File: config.mk
export PLATFORM = sky130hd
export DESIGN_NAME = simd_wrapper
export DESIGN_NICKNAME = d
export VERILOG_FILES = /design/src/design/simd_pkg.sv /design/src/design/lane_result_if.sv /design/src/design/sync_fifo.sv /design/src/design/lane_result_buffer.sv /design/src/design/option_table.sv /design/src/design/simd_lane_alu.sv /design/src/design/upstream_sequencer.sv /design/src/design/simd_wrapper.sv
export VERILOG_INCLUDE_DIRS = /design/src /design/src/design
export SDC_FILE = /design/constraint.sdc
export NUM_CORES = 2
export LEC_CHECK = 0
export BUFFER_PORTS_ARGS = -buffer_cell sky130_fd_sc_hd__buf_2
export CORE_MARGIN = 2
export CORE_UTILIZATION = 29
export CTS_CLUSTER_SIZE = 30
export DETAILED_ROUTE_END_ITERATION = 16
export GPL_TIMING_DRIVEN = 0
export PLACE_DENSITY = 0.52
export RECOVER_POWER = 100
export SYNTH_ARGS = -nofsm -noshare
export SYNTH_HDL_FRONTEND = slang
export SYNTH_HIERARCHICAL = 1
export SYNTH_SLANG_ARGS = --single-unit
File: constraint.sdc
create_clock -name clk -period 6 [get_ports clk]
set_clock_uncertainty 0.2 [all_clocks]
set_input_delay 0.9 -clock clk [delete_from_list [all_inputs] [get_ports clk]]
set_output_delay 0.9 -clock clk [all_outputs]
set_load 0.01 [all_outputs]
File: src/design/simd_settings.svh
// ----------------------------
// Shared sizing macros for the SIMD wrapper
// Lane count and lane word widths
// Tag and option pointer widths
// Result and tag FIFO depths and thresholds
// Option table depth
// ----------------------------
`ifndef SIMD_SETTINGS_SVH
`define SIMD_SETTINGS_SVH

// Lanes and lane words
`define SIMD_NUM_LANES             4
`define SIMD_LANE_WIDTH            32
`define SIMD_CNTL_WIDTH            2

// Tag side
`define SIMD_TAG_WIDTH             8
`define SIMD_OPT_PTR_WIDTH         4
`define SIMD_OPT_TABLE_DEPTH       16

// Queue sizing with ready dropping at the threshold
`define SIMD_RESULT_FIFO_DEPTH     4
`define SIMD_RESULT_FIFO_THRESHOLD 3
`define SIMD_TAG_FIFO_DEPTH        4
`define SIMD_TAG_FIFO_THRESHOLD    3

`endif

File: src/design/simd_pkg.sv
// ----------------------------
// Types shared by the SIMD wrapper
// Lane, tag and option table types
// ALU operation and sequencer state enums
// ----------------------------
`include "simd_settings.svh"

package simd_pkg;

  typedef logic [`SIMD_LANE_WIDTH-1:0]    lane_data_t;
  typedef logic [`SIMD_CNTL_WIDTH-1:0]    lane_cntl_t;
  typedef logic [`SIMD_NUM_LANES-1:0]     lane_mask_t;
  // Active-lane count, 0 to 4
  typedef logic [2:0]                     num_lanes_t;
  typedef logic [`SIMD_TAG_WIDTH-1:0]     tag_t;
  typedef logic [`SIMD_OPT_PTR_WIDTH-1:0] opt_ptr_t;

  typedef enum logic [1:0] {
    OP_PASS       = 2'd0,
    OP_ADD_SCALAR = 2'd1,
    OP_MAX_SCALAR = 2'd2,
    OP_RELU       = 2'd3
  } simd_op_e;

  // Enable clear means results bypass the ALU
  typedef struct packed {
    logic     enable;
    simd_op_e op;
  } option_entry_t;

  typedef struct packed {
    tag_t       tag;
    opt_ptr_t   opt_ptr;
    num_lanes_t num_lanes;
  } tag_entry_t;

  typedef enum logic [2:0] {
    IDLE          = 3'd0,
    CHECK_ENABLE  = 3'd1,
    WAIT_START    = 3'd2,
    WAIT_DONE     = 3'd3,
    SEND          = 3'd4,
    WAIT_COMPLETE = 3'd5,
    WAIT_RELEASE  = 3'd6,
    FINISH        = 3'd7
  } upstream_state_e;

endpackage

File: src/design/lane_result_if.sv
// ----------------------------
// Lane result bundle
// FIFO heads toward sequencer and ALU
// ALU results back to the sequencer
// ----------------------------
`timescale 1ns/100ps
`include "simd_settings.svh"

interface lane_result_if;

  // Queue side
  simd_pkg::lane_mask_t avail;
  simd_pkg::lane_mask_t pop;
  simd_pkg::lane_cntl_t cntl [`SIMD_NUM_LANES];
  simd_pkg::lane_data_t data [`SIMD_NUM_LANES];

  // ALU results held stable until the next start
  simd_pkg::lane_cntl_t alu_cntl [`SIMD_NUM_LANES];
  simd_pkg::lane_data_t alu_data [`SIMD_NUM_LANES];
  simd_pkg::lane_mask_t alu_valid;

  modport buffer (output avail, cntl, data, input pop);

  modport sequencer (input avail, cntl, data, alu_cntl, alu_data, alu_valid,
                     output pop);

  // avail is sampled at start to mark which lanes the ALU worked on
  modport alu (input avail, cntl, data, output alu_cntl, alu_data, alu_valid);

endinterface

File: src/design/sync_fifo.sv
// ----------------------------
// Synchronous FIFO, first word fall through
// Head visible whenever not_empty is high
// almost_full at THRESHOLD entries
// ----------------------------
`timescale 1ns/100ps

module sync_fifo #(
  parameter int DEPTH     = 4,
  parameter int THRESHOLD = 3,
  parameter int WIDTH     = 8
) (
  input  logic             clk,
  input  logic             arst_n,
  input  logic             write,
  input  logic [WIDTH-1:0] write_data,
  input  logic             read,
  output logic [WIDTH-1:0] read_data,
  output logic             not_empty,
  output logic             almost_full
);

  localparam int PTR_W = (DEPTH > 1) ? $clog2(DEPTH) : 1;
  localparam int CNT_W = $clog2(DEPTH + 1);

  logic [WIDTH-1:0] mem [DEPTH];
  logic [PTR_W-1:0] wr_ptr;
  logic [PTR_W-1:0] rd_ptr;
  logic [CNT_W-1:0] count;
  logic             full;
  logic             do_write;
  logic             do_read;

  function automatic logic [PTR_W-1:0] next_ptr(logic [PTR_W-1:0] ptr);
    return (ptr == PTR_W'(DEPTH - 1)) ? '0 : ptr + 1'b1;
  endfunction

  assign full        = (count == CNT_W'(DEPTH));
  assign not_empty   = (count != '0);
  assign almost_full = (count >= CNT_W'(THRESHOLD));
  assign do_write    = write && !full;
  assign do_read     = read && not_empty;
  assign read_data   = mem[rd_ptr];

  // Storage
  always_ff @(posedge clk)
  begin
    if (do_write)
    begin
      mem[wr_ptr] <= write_data;
    end
  end

  // Pointers and occupancy
  always_ff @(posedge clk or negedge arst_n)
  begin
    if (!arst_n)
    begin
      wr_ptr <= '0;
      rd_ptr <= '0;
      count  <= '0;
    end
    else
    begin
      if (do_write)
      begin
        wr_ptr <= next_ptr(wr_ptr);
      end
      if (do_read)
      begin
        rd_ptr <= next_ptr(rd_ptr);
      end
      if (do_write && !do_read)
      begin
        count <= count + 1'b1;
      end
      else if (do_read && !do_write)
      begin
        count <= count - 1'b1;
      end
    end
  end

  // Producer must respect almost_full, consumer must respect not_empty
  a_no_overflow : assert property (@(posedge clk) disable iff (!arst_n) write |-> !full)
    else $error("sync_fifo: write while full");

  a_no_underflow : assert property (@(posedge clk) disable iff (!arst_n) read |-> not_empty)
    else $error("sync_fifo: read while empty");

endmodule

File: src/design/lane_result_buffer.sv
// ----------------------------
// Per-lane result queues
// One FIFO per lane holding cntl and data
// Ready per lane from its almost-full flag
// ----------------------------
`timescale 1ns/100ps
`include "simd_settings.svh"

module lane_result_buffer (
  input  logic                 clk,
  input  logic                 arst_n,
  input  simd_pkg::lane_mask_t result_valid,
  input  simd_pkg::lane_cntl_t result_cntl [`SIMD_NUM_LANES],
  input  simd_pkg::lane_data_t result_data [`SIMD_NUM_LANES],
  output simd_pkg::lane_mask_t result_ready,
  lane_result_if.buffer        lanes
);

  localparam int ENTRY_W = `SIMD_CNTL_WIDTH + `SIMD_LANE_WIDTH;

  // Lanes queue independently so the next stream can land early
  for (genvar i = 0; i < `SIMD_NUM_LANES; i++)
  begin : g_lane
    logic [ENTRY_W-1:0] head;
    logic               head_valid;
    logic               almost_full;

    sync_fifo #(
      .DEPTH     (`SIMD_RESULT_FIFO_DEPTH),
      .THRESHOLD (`SIMD_RESULT_FIFO_THRESHOLD),
      .WIDTH     (ENTRY_W)
    ) u_fifo (
      .clk         (clk),
      .arst_n      (arst_n),
      .write       (result_valid[i]),
      .write_data  ({result_cntl[i], result_data[i]}),
      .read        (lanes.pop[i]),
      .read_data   (head),
      .not_empty   (head_valid),
      .almost_full (almost_full)
    );

    assign result_ready[i] = ~almost_full;
    assign lanes.avail[i]  = head_valid;
    // Control bits sit above the lane word
    assign lanes.cntl[i]   = head[ENTRY_W-1 -: `SIMD_CNTL_WIDTH];
    assign lanes.data[i]   = head[`SIMD_LANE_WIDTH-1:0];
  end

endmodule

File: src/design/option_table.sv
// ----------------------------
// Option table
// Register array with one write port
// Combinational read at the head tag pointer
// ----------------------------
`timescale 1ns/100ps
`include "simd_settings.svh"

module option_table (
  input  logic                    clk,
  input  logic                    arst_n,
  input  logic                    wr_en,
  input  simd_pkg::opt_ptr_t      wr_addr,
  input  simd_pkg::option_entry_t wr_data,
  input  simd_pkg::opt_ptr_t      rd_addr,
  output simd_pkg::option_entry_t rd_data
);

  simd_pkg::option_entry_t entries [`SIMD_OPT_TABLE_DEPTH];

  // All entries come up disabled
  always_ff @(posedge clk or negedge arst_n)
  begin
    if (!arst_n)
    begin
      for (int i = 0; i < `SIMD_OPT_TABLE_DEPTH; i++)
      begin
        entries[i] <= '{enable: 1'b0, op: simd_pkg::OP_PASS};
      end
    end
    else if (wr_en)
    begin
      entries[wr_addr] <= wr_data;
    end
  end

  assign rd_data = entries[rd_addr];

endmodule

File: src/design/simd_lane_alu.sv
// ----------------------------
// Lane ALU
// One scalar operation applied to every lane
// processing then done, one cycle each
// Results held until the next start
// ----------------------------
`timescale 1ns/100ps
`include "simd_settings.svh"

module simd_lane_alu (
  input  logic                 clk,
  input  logic                 arst_n,
  input  logic                 start,
  input  simd_pkg::simd_op_e   op,
  input  simd_pkg::lane_data_t scalar_operand,
  output logic                 processing,
  output logic                 done,
  lane_result_if.alu           lanes
);

  // Lane data is treated as signed
  function automatic simd_pkg::lane_data_t lane_op(
    simd_pkg::simd_op_e   op_sel,
    simd_pkg::lane_data_t d,
    simd_pkg::lane_data_t s
  );
    simd_pkg::lane_data_t r;
    case (op_sel)
      simd_pkg::OP_ADD_SCALAR: r = d + s;
      simd_pkg::OP_MAX_SCALAR: r = ($signed(d) > $signed(s)) ? d : s;
      simd_pkg::OP_RELU:       r = d[`SIMD_LANE_WIDTH-1] ? '0 : d;
      default:                 r = d;
    endcase
    return r;
  endfunction

  // ----------------------------
  // Sequencing
  // ----------------------------
  always_ff @(posedge clk or negedge arst_n)
  begin
    if (!arst_n)
    begin
      processing      <= 1'b0;
      done            <= 1'b0;
      lanes.alu_valid <= '0;
    end
    else
    begin
      processing <= start;
      done       <= processing;
      if (start)
      begin
        lanes.alu_valid <= lanes.avail;
      end
    end
  end

  // Results land while processing is high
  always_ff @(posedge clk)
  begin
    if (processing)
    begin
      for (int i = 0; i < `SIMD_NUM_LANES; i++)
      begin
        lanes.alu_data[i] <= lane_op(op, lanes.data[i], scalar_operand);
        lanes.alu_cntl[i] <= lanes.cntl[i];
      end
    end
  end

  // Sequencer must not restart a busy ALU
  a_start_when_idle : assert property (@(posedge clk) disable iff (!arst_n)
    start |-> !(processing || done))
    else $error("simd_lane_alu: start while busy");

endmodule

File: src/design/upstream_sequencer.sv
// ----------------------------
// Upstream sequencer
// Tag FIFO and registered tag_ready
// Transfer FSM with ALU or bypass data
// Registered upstream outputs
// ----------------------------
`timescale 1ns/100ps
`include "simd_settings.svh"

module upstream_sequencer (
  input  logic                    clk,
  input  logic                    arst_n,
  input  logic                    tag_write,
  input  simd_pkg::tag_entry_t    tag_in,
  output logic                    tag_ready,
  input  simd_pkg::lane_mask_t    lane_mask,
  input  logic                    up_ready,
  input  logic                    up_complete,
  output simd_pkg::opt_ptr_t      opt_addr,
  input  simd_pkg::option_entry_t opt_entry,
  output logic                    alu_start,
  input  logic                    alu_done,
  lane_result_if.sequencer        lanes,
  output simd_pkg::lane_mask_t    up_valid,
  output simd_pkg::tag_t          up_tag,
  output simd_pkg::num_lanes_t    up_num_lanes,
  output simd_pkg::lane_cntl_t    up_cntl [`SIMD_NUM_LANES],
  output simd_pkg::lane_data_t    up_data [`SIMD_NUM_LANES]
);

  simd_pkg::upstream_state_e state;
  simd_pkg::upstream_state_e state_next;
  simd_pkg::tag_entry_t      head;
  simd_pkg::lane_mask_t      active_mask;
  simd_pkg::lane_cntl_t      send_cntl [`SIMD_NUM_LANES];
  simd_pkg::lane_data_t      send_data [`SIMD_NUM_LANES];
  logic                      tag_avail;
  logic                      tag_almost_full;
  logic                      lanes_ready;
  logic                      send;
  logic                      use_alu;

  // ----------------------------
  // Tag queue
  // ----------------------------
  sync_fifo #(
    .DEPTH     (`SIMD_TAG_FIFO_DEPTH),
    .THRESHOLD (`SIMD_TAG_FIFO_THRESHOLD),
    .WIDTH     ($bits(simd_pkg::tag_entry_t))
  ) u_tag_fifo (
    .clk         (clk),
    .arst_n      (arst_n),
    .write       (tag_write),
    .write_data  (tag_in),
    .read        (send),
    .read_data   (head),
    .not_empty   (tag_avail),
    .almost_full (tag_almost_full)
  );

  always_ff @(posedge clk or negedge arst_n)
  begin
    if (!arst_n)
    begin
      tag_ready <= 1'b0;
    end
    else
    begin
      tag_ready <= ~tag_almost_full;
    end
  end

  // Masked-off lanes need no data
  assign lanes_ready = &(lanes.avail | ~lane_mask);
  assign opt_addr    = head.opt_ptr;
  assign send        = (state == simd_pkg::SEND);
  assign alu_start   = (state == simd_pkg::WAIT_START);
  assign lanes.pop   = send ? lanes.avail : '0;

  // ----------------------------
  // Transfer FSM
  // ----------------------------
  always_comb
  begin
    state_next = state;
    case (state)
      simd_pkg::IDLE:
        if (tag_avail && up_ready && lanes_ready)
        begin
          state_next = simd_pkg::CHECK_ENABLE;
        end
      simd_pkg::CHECK_ENABLE:
        state_next = opt_entry.enable ? simd_pkg::WAIT_START : simd_pkg::SEND;
      simd_pkg::WAIT_START:
        state_next = simd_pkg::WAIT_DONE;
      simd_pkg::WAIT_DONE:
        if (alu_done)
        begin
          state_next = simd_pkg::SEND;
        end
      simd_pkg::SEND:
        state_next = simd_pkg::WAIT_COMPLETE;
      simd_pkg::WAIT_COMPLETE:
        if (up_complete)
        begin
          state_next = simd_pkg::WAIT_RELEASE;
        end
      simd_pkg::WAIT_RELEASE:
        if (!up_complete)
        begin
          state_next = simd_pkg::FINISH;
        end
      default:
        state_next = simd_pkg::IDLE;
    endcase
  end

  always_ff @(posedge clk or negedge arst_n)
  begin
    if (!arst_n)
    begin
      state   <= simd_pkg::IDLE;
      use_alu <= 1'b0;
    end
    else
    begin
      state <= state_next;
      // Table may be rewritten mid-transfer, so hold the choice
      if (state == simd_pkg::CHECK_ENABLE)
      begin
        use_alu <= opt_entry.enable;
      end
    end
  end

  // Lane mask from the tag's lane count, plus ALU or raw lane data
  always_comb
  begin
    for (int i = 0; i < `SIMD_NUM_LANES; i++)
    begin
      active_mask[i] = (i < int'(head.num_lanes));
      if (use_alu && lanes.alu_valid[i])
      begin
        send_cntl[i] = lanes.alu_cntl[i];
        send_data[i] = lanes.alu_data[i];
      end
      else
      begin
        send_cntl[i] = lanes.cntl[i];
        send_data[i] = lanes.data[i];
      end
    end
  end

  // ----------------------------
  // Upstream output registers
  // ----------------------------
  always_ff @(posedge clk or negedge arst_n)
  begin
    if (!arst_n)
    begin
      up_valid     <= '0;
      up_tag       <= '0;
      up_num_lanes <= '0;
      for (int i = 0; i < `SIMD_NUM_LANES; i++)
      begin
        up_cntl[i] <= '0;
        up_data[i] <= '0;
      end
    end
    else
    begin
      up_valid <= send ? active_mask : '0;
      if (send)
      begin
        up_tag       <= head.tag;
        up_num_lanes <= head.num_lanes;
        for (int i = 0; i < `SIMD_NUM_LANES; i++)
        begin
          up_cntl[i] <= send_cntl[i];
          up_data[i] <= send_data[i];
        end
      end
    end
  end

  // One transfer per complete handshake, so valid never repeats
  a_valid_pulse : assert property (@(posedge clk) disable iff (!arst_n)
    (up_valid != '0) |=> (up_valid == '0))
    else $error("upstream_sequencer: up_valid held two cycles");

endmodule

File: src/design/simd_wrapper.sv
// ----------------------------
// SIMD processing element wrapper
// Input registers for tag, config and upstream status
// Result queues, option table, lane ALU, sequencer
// ----------------------------
`timescale 1ns/100ps
`include "simd_settings.svh"

module simd_wrapper (
  input  logic                    clk,
  input  logic                    arst_n,
  // Configuration
  input  simd_pkg::lane_data_t    scalar_operand,
  input  simd_pkg::lane_mask_t    lane_mask,
  // Tag input
  input  logic                    tag_valid,
  input  simd_pkg::tag_t          tag,
  input  simd_pkg::opt_ptr_t      tag_opt_ptr,
  input  simd_pkg::num_lanes_t    tag_num_lanes,
  output logic                    tag_ready,
  // Streaming results
  input  simd_pkg::lane_mask_t    result_valid,
  input  simd_pkg::lane_cntl_t    result_cntl [`SIMD_NUM_LANES],
  input  simd_pkg::lane_data_t    result_data [`SIMD_NUM_LANES],
  output simd_pkg::lane_mask_t    result_ready,
  // Upstream
  output simd_pkg::lane_mask_t    up_valid,
  output simd_pkg::tag_t          up_tag,
  output simd_pkg::num_lanes_t    up_num_lanes,
  output simd_pkg::lane_cntl_t    up_cntl [`SIMD_NUM_LANES],
  output simd_pkg::lane_data_t    up_data [`SIMD_NUM_LANES],
  input  logic                    up_ready,
  input  logic                    up_complete,
  // Option table write
  input  logic                    opt_wr_en,
  input  simd_pkg::opt_ptr_t      opt_wr_addr,
  input  simd_pkg::option_entry_t opt_wr_data
);

  logic                    tag_valid_q;
  logic                    up_ready_q;
  logic                    up_complete_q;
  simd_pkg::lane_mask_t    lane_mask_q;
  simd_pkg::lane_data_t    scalar_q;
  simd_pkg::tag_entry_t    tag_entry_q;
  simd_pkg::opt_ptr_t      opt_addr;
  simd_pkg::option_entry_t opt_entry;
  logic                    alu_start;
  logic                    alu_done;

  lane_result_if lanes ();

  // ----------------------------
  // Input registers
  // ----------------------------
  always_ff @(posedge clk or negedge arst_n)
  begin
    if (!arst_n)
    begin
      tag_valid_q   <= 1'b0;
      up_ready_q    <= 1'b0;
      up_complete_q <= 1'b0;
      lane_mask_q   <= '0;
    end
    else
    begin
      tag_valid_q   <= tag_valid;
      up_ready_q    <= up_ready;
      up_complete_q <= up_complete;
      lane_mask_q   <= lane_mask;
    end
  end

  always_ff @(posedge clk)
  begin
    scalar_q    <= scalar_operand;
    tag_entry_q <= '{tag: tag, opt_ptr: tag_opt_ptr, num_lanes: tag_num_lanes};
  end

  // ----------------------------
  // Blocks
  // ----------------------------
  lane_result_buffer u_result_buffer (
    .clk          (clk),
    .arst_n       (arst_n),
    .result_valid (result_valid),
    .result_cntl  (result_cntl),
    .result_data  (result_data),
    .result_ready (result_ready),
    .lanes        (lanes.buffer)
  );

  option_table u_option_table (
    .clk     (clk),
    .arst_n  (arst_n),
    .wr_en   (opt_wr_en),
    .wr_addr (opt_wr_addr),
    .wr_data (opt_wr_data),
    .rd_addr (opt_addr),
    .rd_data (opt_entry)
  );

  // Head tag stays queued during processing, so op is stable
  simd_lane_alu u_lane_alu (
    .clk            (clk),
    .arst_n         (arst_n),
    .start          (alu_start),
    .op             (opt_entry.op),
    .scalar_operand (scalar_q),
    .processing     (),
    .done           (alu_done),
    .lanes          (lanes.alu)
  );

  upstream_sequencer u_sequencer (
    .clk          (clk),
    .arst_n       (arst_n),
    .tag_write    (tag_valid_q),
    .tag_in       (tag_entry_q),
    .tag_ready    (tag_ready),
    .lane_mask    (lane_mask_q),
    .up_ready     (up_ready_q),
    .up_complete  (up_complete_q),
    .opt_addr     (opt_addr),
    .opt_entry    (opt_entry),
    .alu_start    (alu_start),
    .alu_done     (alu_done),
    .lanes        (lanes.sequencer),
    .up_valid     (up_valid),
    .up_tag       (up_tag),
    .up_num_lanes (up_num_lanes),
    .up_cntl      (up_cntl),
    .up_data      (up_data)
  );

endmodule

==> summary.txt <==
Worst hold path
  – Hold path start: scalar_operand[21]
  – Hold EP: scalar_q[21]
  – Min-Delay Path Class: in -> reg
  – Hold Path Stages: 1

STA
  – PnR worst setup slack: 0.06140 ns
  – Final Max Slew Viols: 487
  – Max Fclk: 168.4 MHz
  – Worst Tran Pin Value: 4.074 ns
  – Final hold vios: 0
  – Slew headroom: -171.6%
  – RSZ-0062 raised after global routing: no
  – Setup violations, final: 0
  – Min Tclk post-route: 5.939 ns
  – Setup TNS: 0 ns
  – Final worst path period share: 98.98%

Cells and area
  – P&R area growth vs syn: 16.13%
  – Commonest non-fill, non-tap cells in the layout: 740 x edfxtp_1, 463 x clkbuf_1, 339 x nand2_1
  – Most common cell after layout, fill and taps aside: edfxtp_1
  – Layout cells sized above 1: 11.62%
  – Layout net count: 4763
  – Finished Layout Cells: 6696

Pwr
  – Pwr per Cell Area: 633.1 mW/mm2
  – Leak: 0.02224 uW
  – Peak VDD IR: 0.2876 mV

Drt
  – WL final: 173.7 mm
  – Initial DRT Pass Iterations: 6
  – Starting DRT DRC Count: 2891
  – Via count: 33490
  – Post-DRT Antenna Nets: 0
  – Post-DR vias/cell: 5.001
  – DRC Markers: 0
  – Wire per inst: 25.95 um

Status
  – Outcome: finished, violations left
  – Failing checks: capacitance limit, slew limit

Placement
  – Placement Setup Slack: 0.1601 ns
  – Final HPWL DP: 129.2 mm
  – GP Congestion: 0.9316
  – Dpl cells: 6458
  – IO buf count: 359

Setup path
  – Critical path buffer and inverter count: 6
  – CP delay by family, top: buffers and inverters
  – Arr. time, crit path: 6.16 ns
  – FF-to-FF setup slack: 0.06 ns
  – R2R Path End: u_lane_alu/lanes.alu_data[83]
  – R2R depth: 13
  – Critical path cell sequence: buf_2 > buf_2 > mux4_2 > clkbuf_1 > mux4_2 > nand3_1 > nand3_1 > inv_1 > nor2_1 > inv_1 > a21oi_2 > clkbuf_1 > o221ai_1
  – CP max-delay cell: a21oi_2
  – RR Startpoint: u_sequencer/u_tag_fifo/rd_ptr[1]
  – Crit path kind: reg -> reg
  – CP required: 6.22 ns
  – Startpoint Class: flip-flop
  – Critical Path Fanout Max: 10
  – Largest stage delay, worst path: 0.62 ns
  – Worst Setup End Kind: flip-flop

Floorplanning
  – Ports: 360
  – Std cell rows: 153
  – Initial Utilization: 29.23%
  – Chip width: 423.0 um
  – Core Area: 0.1742 mm2
  – Die area: 0.1790 mm2
  – Die height: 423.0 um

GRT
  – Initial antenna violation count: 43
  – GRT Total Usage: 18.96%
  – Overflow after GRT: 0
  – Vias in the first global route: 33270
  – Global-route wire length before repair: 242.9 mm
  – Largest net degree at the start of global routing: 91

Clocking
  – Clock Root Buffer: clkbuf_16
  – CTS tree: done
  – # H-tree levels: 3
  – Total CTS buffers: 107
  – Clk_lat worst skew: 0.78 ns
  – Maximum buffer depth of the clock tree: 3
  – Clk slew on worst S/H paths: 0.06 ns
  – CTS sink cnt: 1039

Yosys
  – Post-Syn Nets: 4248
  – Number of synthesized flops with an enable pin: 740
  – Synth Cell Area: 0.05092 mm2
  – Post-synthesis area per instance: 13.57 um2
  – Cells after synthesis: 3753
  – Count of cell types in the netlist: 96
  – Yosys warns: 6
  – Async set-or-reset flop fraction in the synthesized netlist: 24.25%
  – Seq cells post-synth: 1039
  – Primary FF master, synth: edfxtp_1
  – Seq/Total Area, Yosys: 57.87%

Flow run
  – Max Cap Viol: 15
==> state kept, by name, indices dropped and copies added (netlist names), 12 cells and up <==
| name | flops |
|---|---|
| u_sequencer/u_tag_fifo/mem | 60 |
| u_sequencer/up_data | 128 |
| u_lane_alu/lanes.alu_data | 128 |
| tag_entry_q | 15 |
| scalar_q | 32 |
| u_option_table/entries | 48 |
| u_result_buffer/g_lane.u_fifo/mem | 544 |
| u_result_buffer/g_lane.u_fifo/count | 12 |
==> area by class of cell <==
| cell class | count | area, um2 |
|---|---|---|
| fill | 17430 | 115100 |
| sequential | 1039 | 29470 |
| multi-input combinational | 2398 | 19700 |
| clock buffer | 143 | 2934 |
| tap | 2325 | 2909 |
| timing repair buffer | 406 | 1782 |
| buffer | 164 | 939.7 |
| clock inverter | 61 | 809.5 |
| inverter | 152 | 570.5 |
| antenna | 8 | 20.02 |
==> what timing repair did <==
item	in CTS	in global routing
resized for setup	0	2
hold buffers	26	0
setup buffers	0	0
endpoints found under the setup margin	0	5
endpoints found under the hold margin	103	0
==> cells by family (layout without fill, tap and decap cells) <==
logic type                 count (synthesis)  in the layout  share of synthesized area [%]
DFF                                     1039           1039                          57.87
and+or+nand+nor                          822            822                          7.509
other                                      0              8                              0
adders and majority gates                291            291                          7.283
AOI/OAI and AO/OA                        760            760                          9.578
muxes                                    399            399                          12.30
xor gates and xnor gates                 126            126                          2.167
buffers and inverters                    316            926                          3.290
==> metrics by stage <==
step	hold WS, ns	total power (uW)	area, um2	utilization [%]
2_1_floorplan	0.2383	23830	50920	-
3_3_place_gp	0.2556	30820	55630	31.93
3_5_place_dp	0.2590	31030	56160	32.24
4_1_cts	0.002294	38160	60170	34.54
5_1_grt	0.03409	39640	59120	33.94
6_report	0.04988	37440	59130	33.94
==> layer usage <==
metal  vias up  track usage, %  share of wire, %
met5         -               0              0.17
met4        50           7.550               4.5
met3       295           4.192               6.3
met2       971           33.02                50
met1     16940           22.64                39
li1      15240               -                 -
==> how the worst max path moves through the flow <==
| stage | start | endpoint | slack (ns) | cells after the start |
|---|---|---|---|---|
| final | u_sequencer/u_tag_fifo/rd_ptr[1] | u_lane_alu/lanes.alu_data[83] | 0.06 | 13 |
| after global routing | u_sequencer/u_tag_fifo/rd_ptr[1] | u_lane_alu/lanes.alu_data[76] | 0.04 | 14 |
| after CTS | u_sequencer/u_tag_fifo/rd_ptr[1] | u_lane_alu/lanes.alu_data[88] | 0.09 | 13 |
| after detailed placement | u_sequencer/u_tag_fifo/rd_ptr[1] | u_lane_alu/lanes.alu_data[88] | 0.16 | 13 |
| after global placement | arst_n | u_sequencer/up_data[18] | -1.45 | 1 |
| after floorplan | u_result_buffer/g_lane[0].u_fifo/rd_ptr[0] | u_lane_alu/lanes.alu_data[127] | 1.84 | 13 |
==> synth_stat cells, types with 19 or more instances <==
cell,instances,area (um2)
dfrtp_1,252,6306
a221o_1,20,200.2
xor2_1,29,254.0
mux4_1,31,814.5
inv_1,151,566.8
edfxtp_1,740,22220
clkbuf_1,66,247.7
a211oi_1,19,142.6
o21bai_1,42,315.3
and2_1,26,162.7
buf_2,45,225.2
ha_1,282,3528
nand2b_1,25,156.4
xnor2_1,97,849.6
buf_6,24,270.3
mux2_2,77,867.1
o221ai_1,47,411.6
o21ai_0,114,570.6
dfxtp_1,47,940.9
nand4_1,23,143.9
mux2i_1,154,1541
o21ai_1,129,645.6
nor2b_1,32,200.2
o31ai_1,20,150.1
a21o_1,22,165.2
nor2_1,215,807.0
nor3_1,31,155.2
a21oi_1,179,895.9
a22oi_1,32,240.2
mux4_2,132,2973
nand3_1,42,210.2
nand2_1,336,1261
==> power by group <==
part           leakage [uW]  switching (uW)  internal [uW]  total, uW
logic                0.0102           12500           6870      19400
registers            0.0102             910          10100      11100
clock network       0.00181            2970           4010       6980
(Power assumes the default switching activity.)
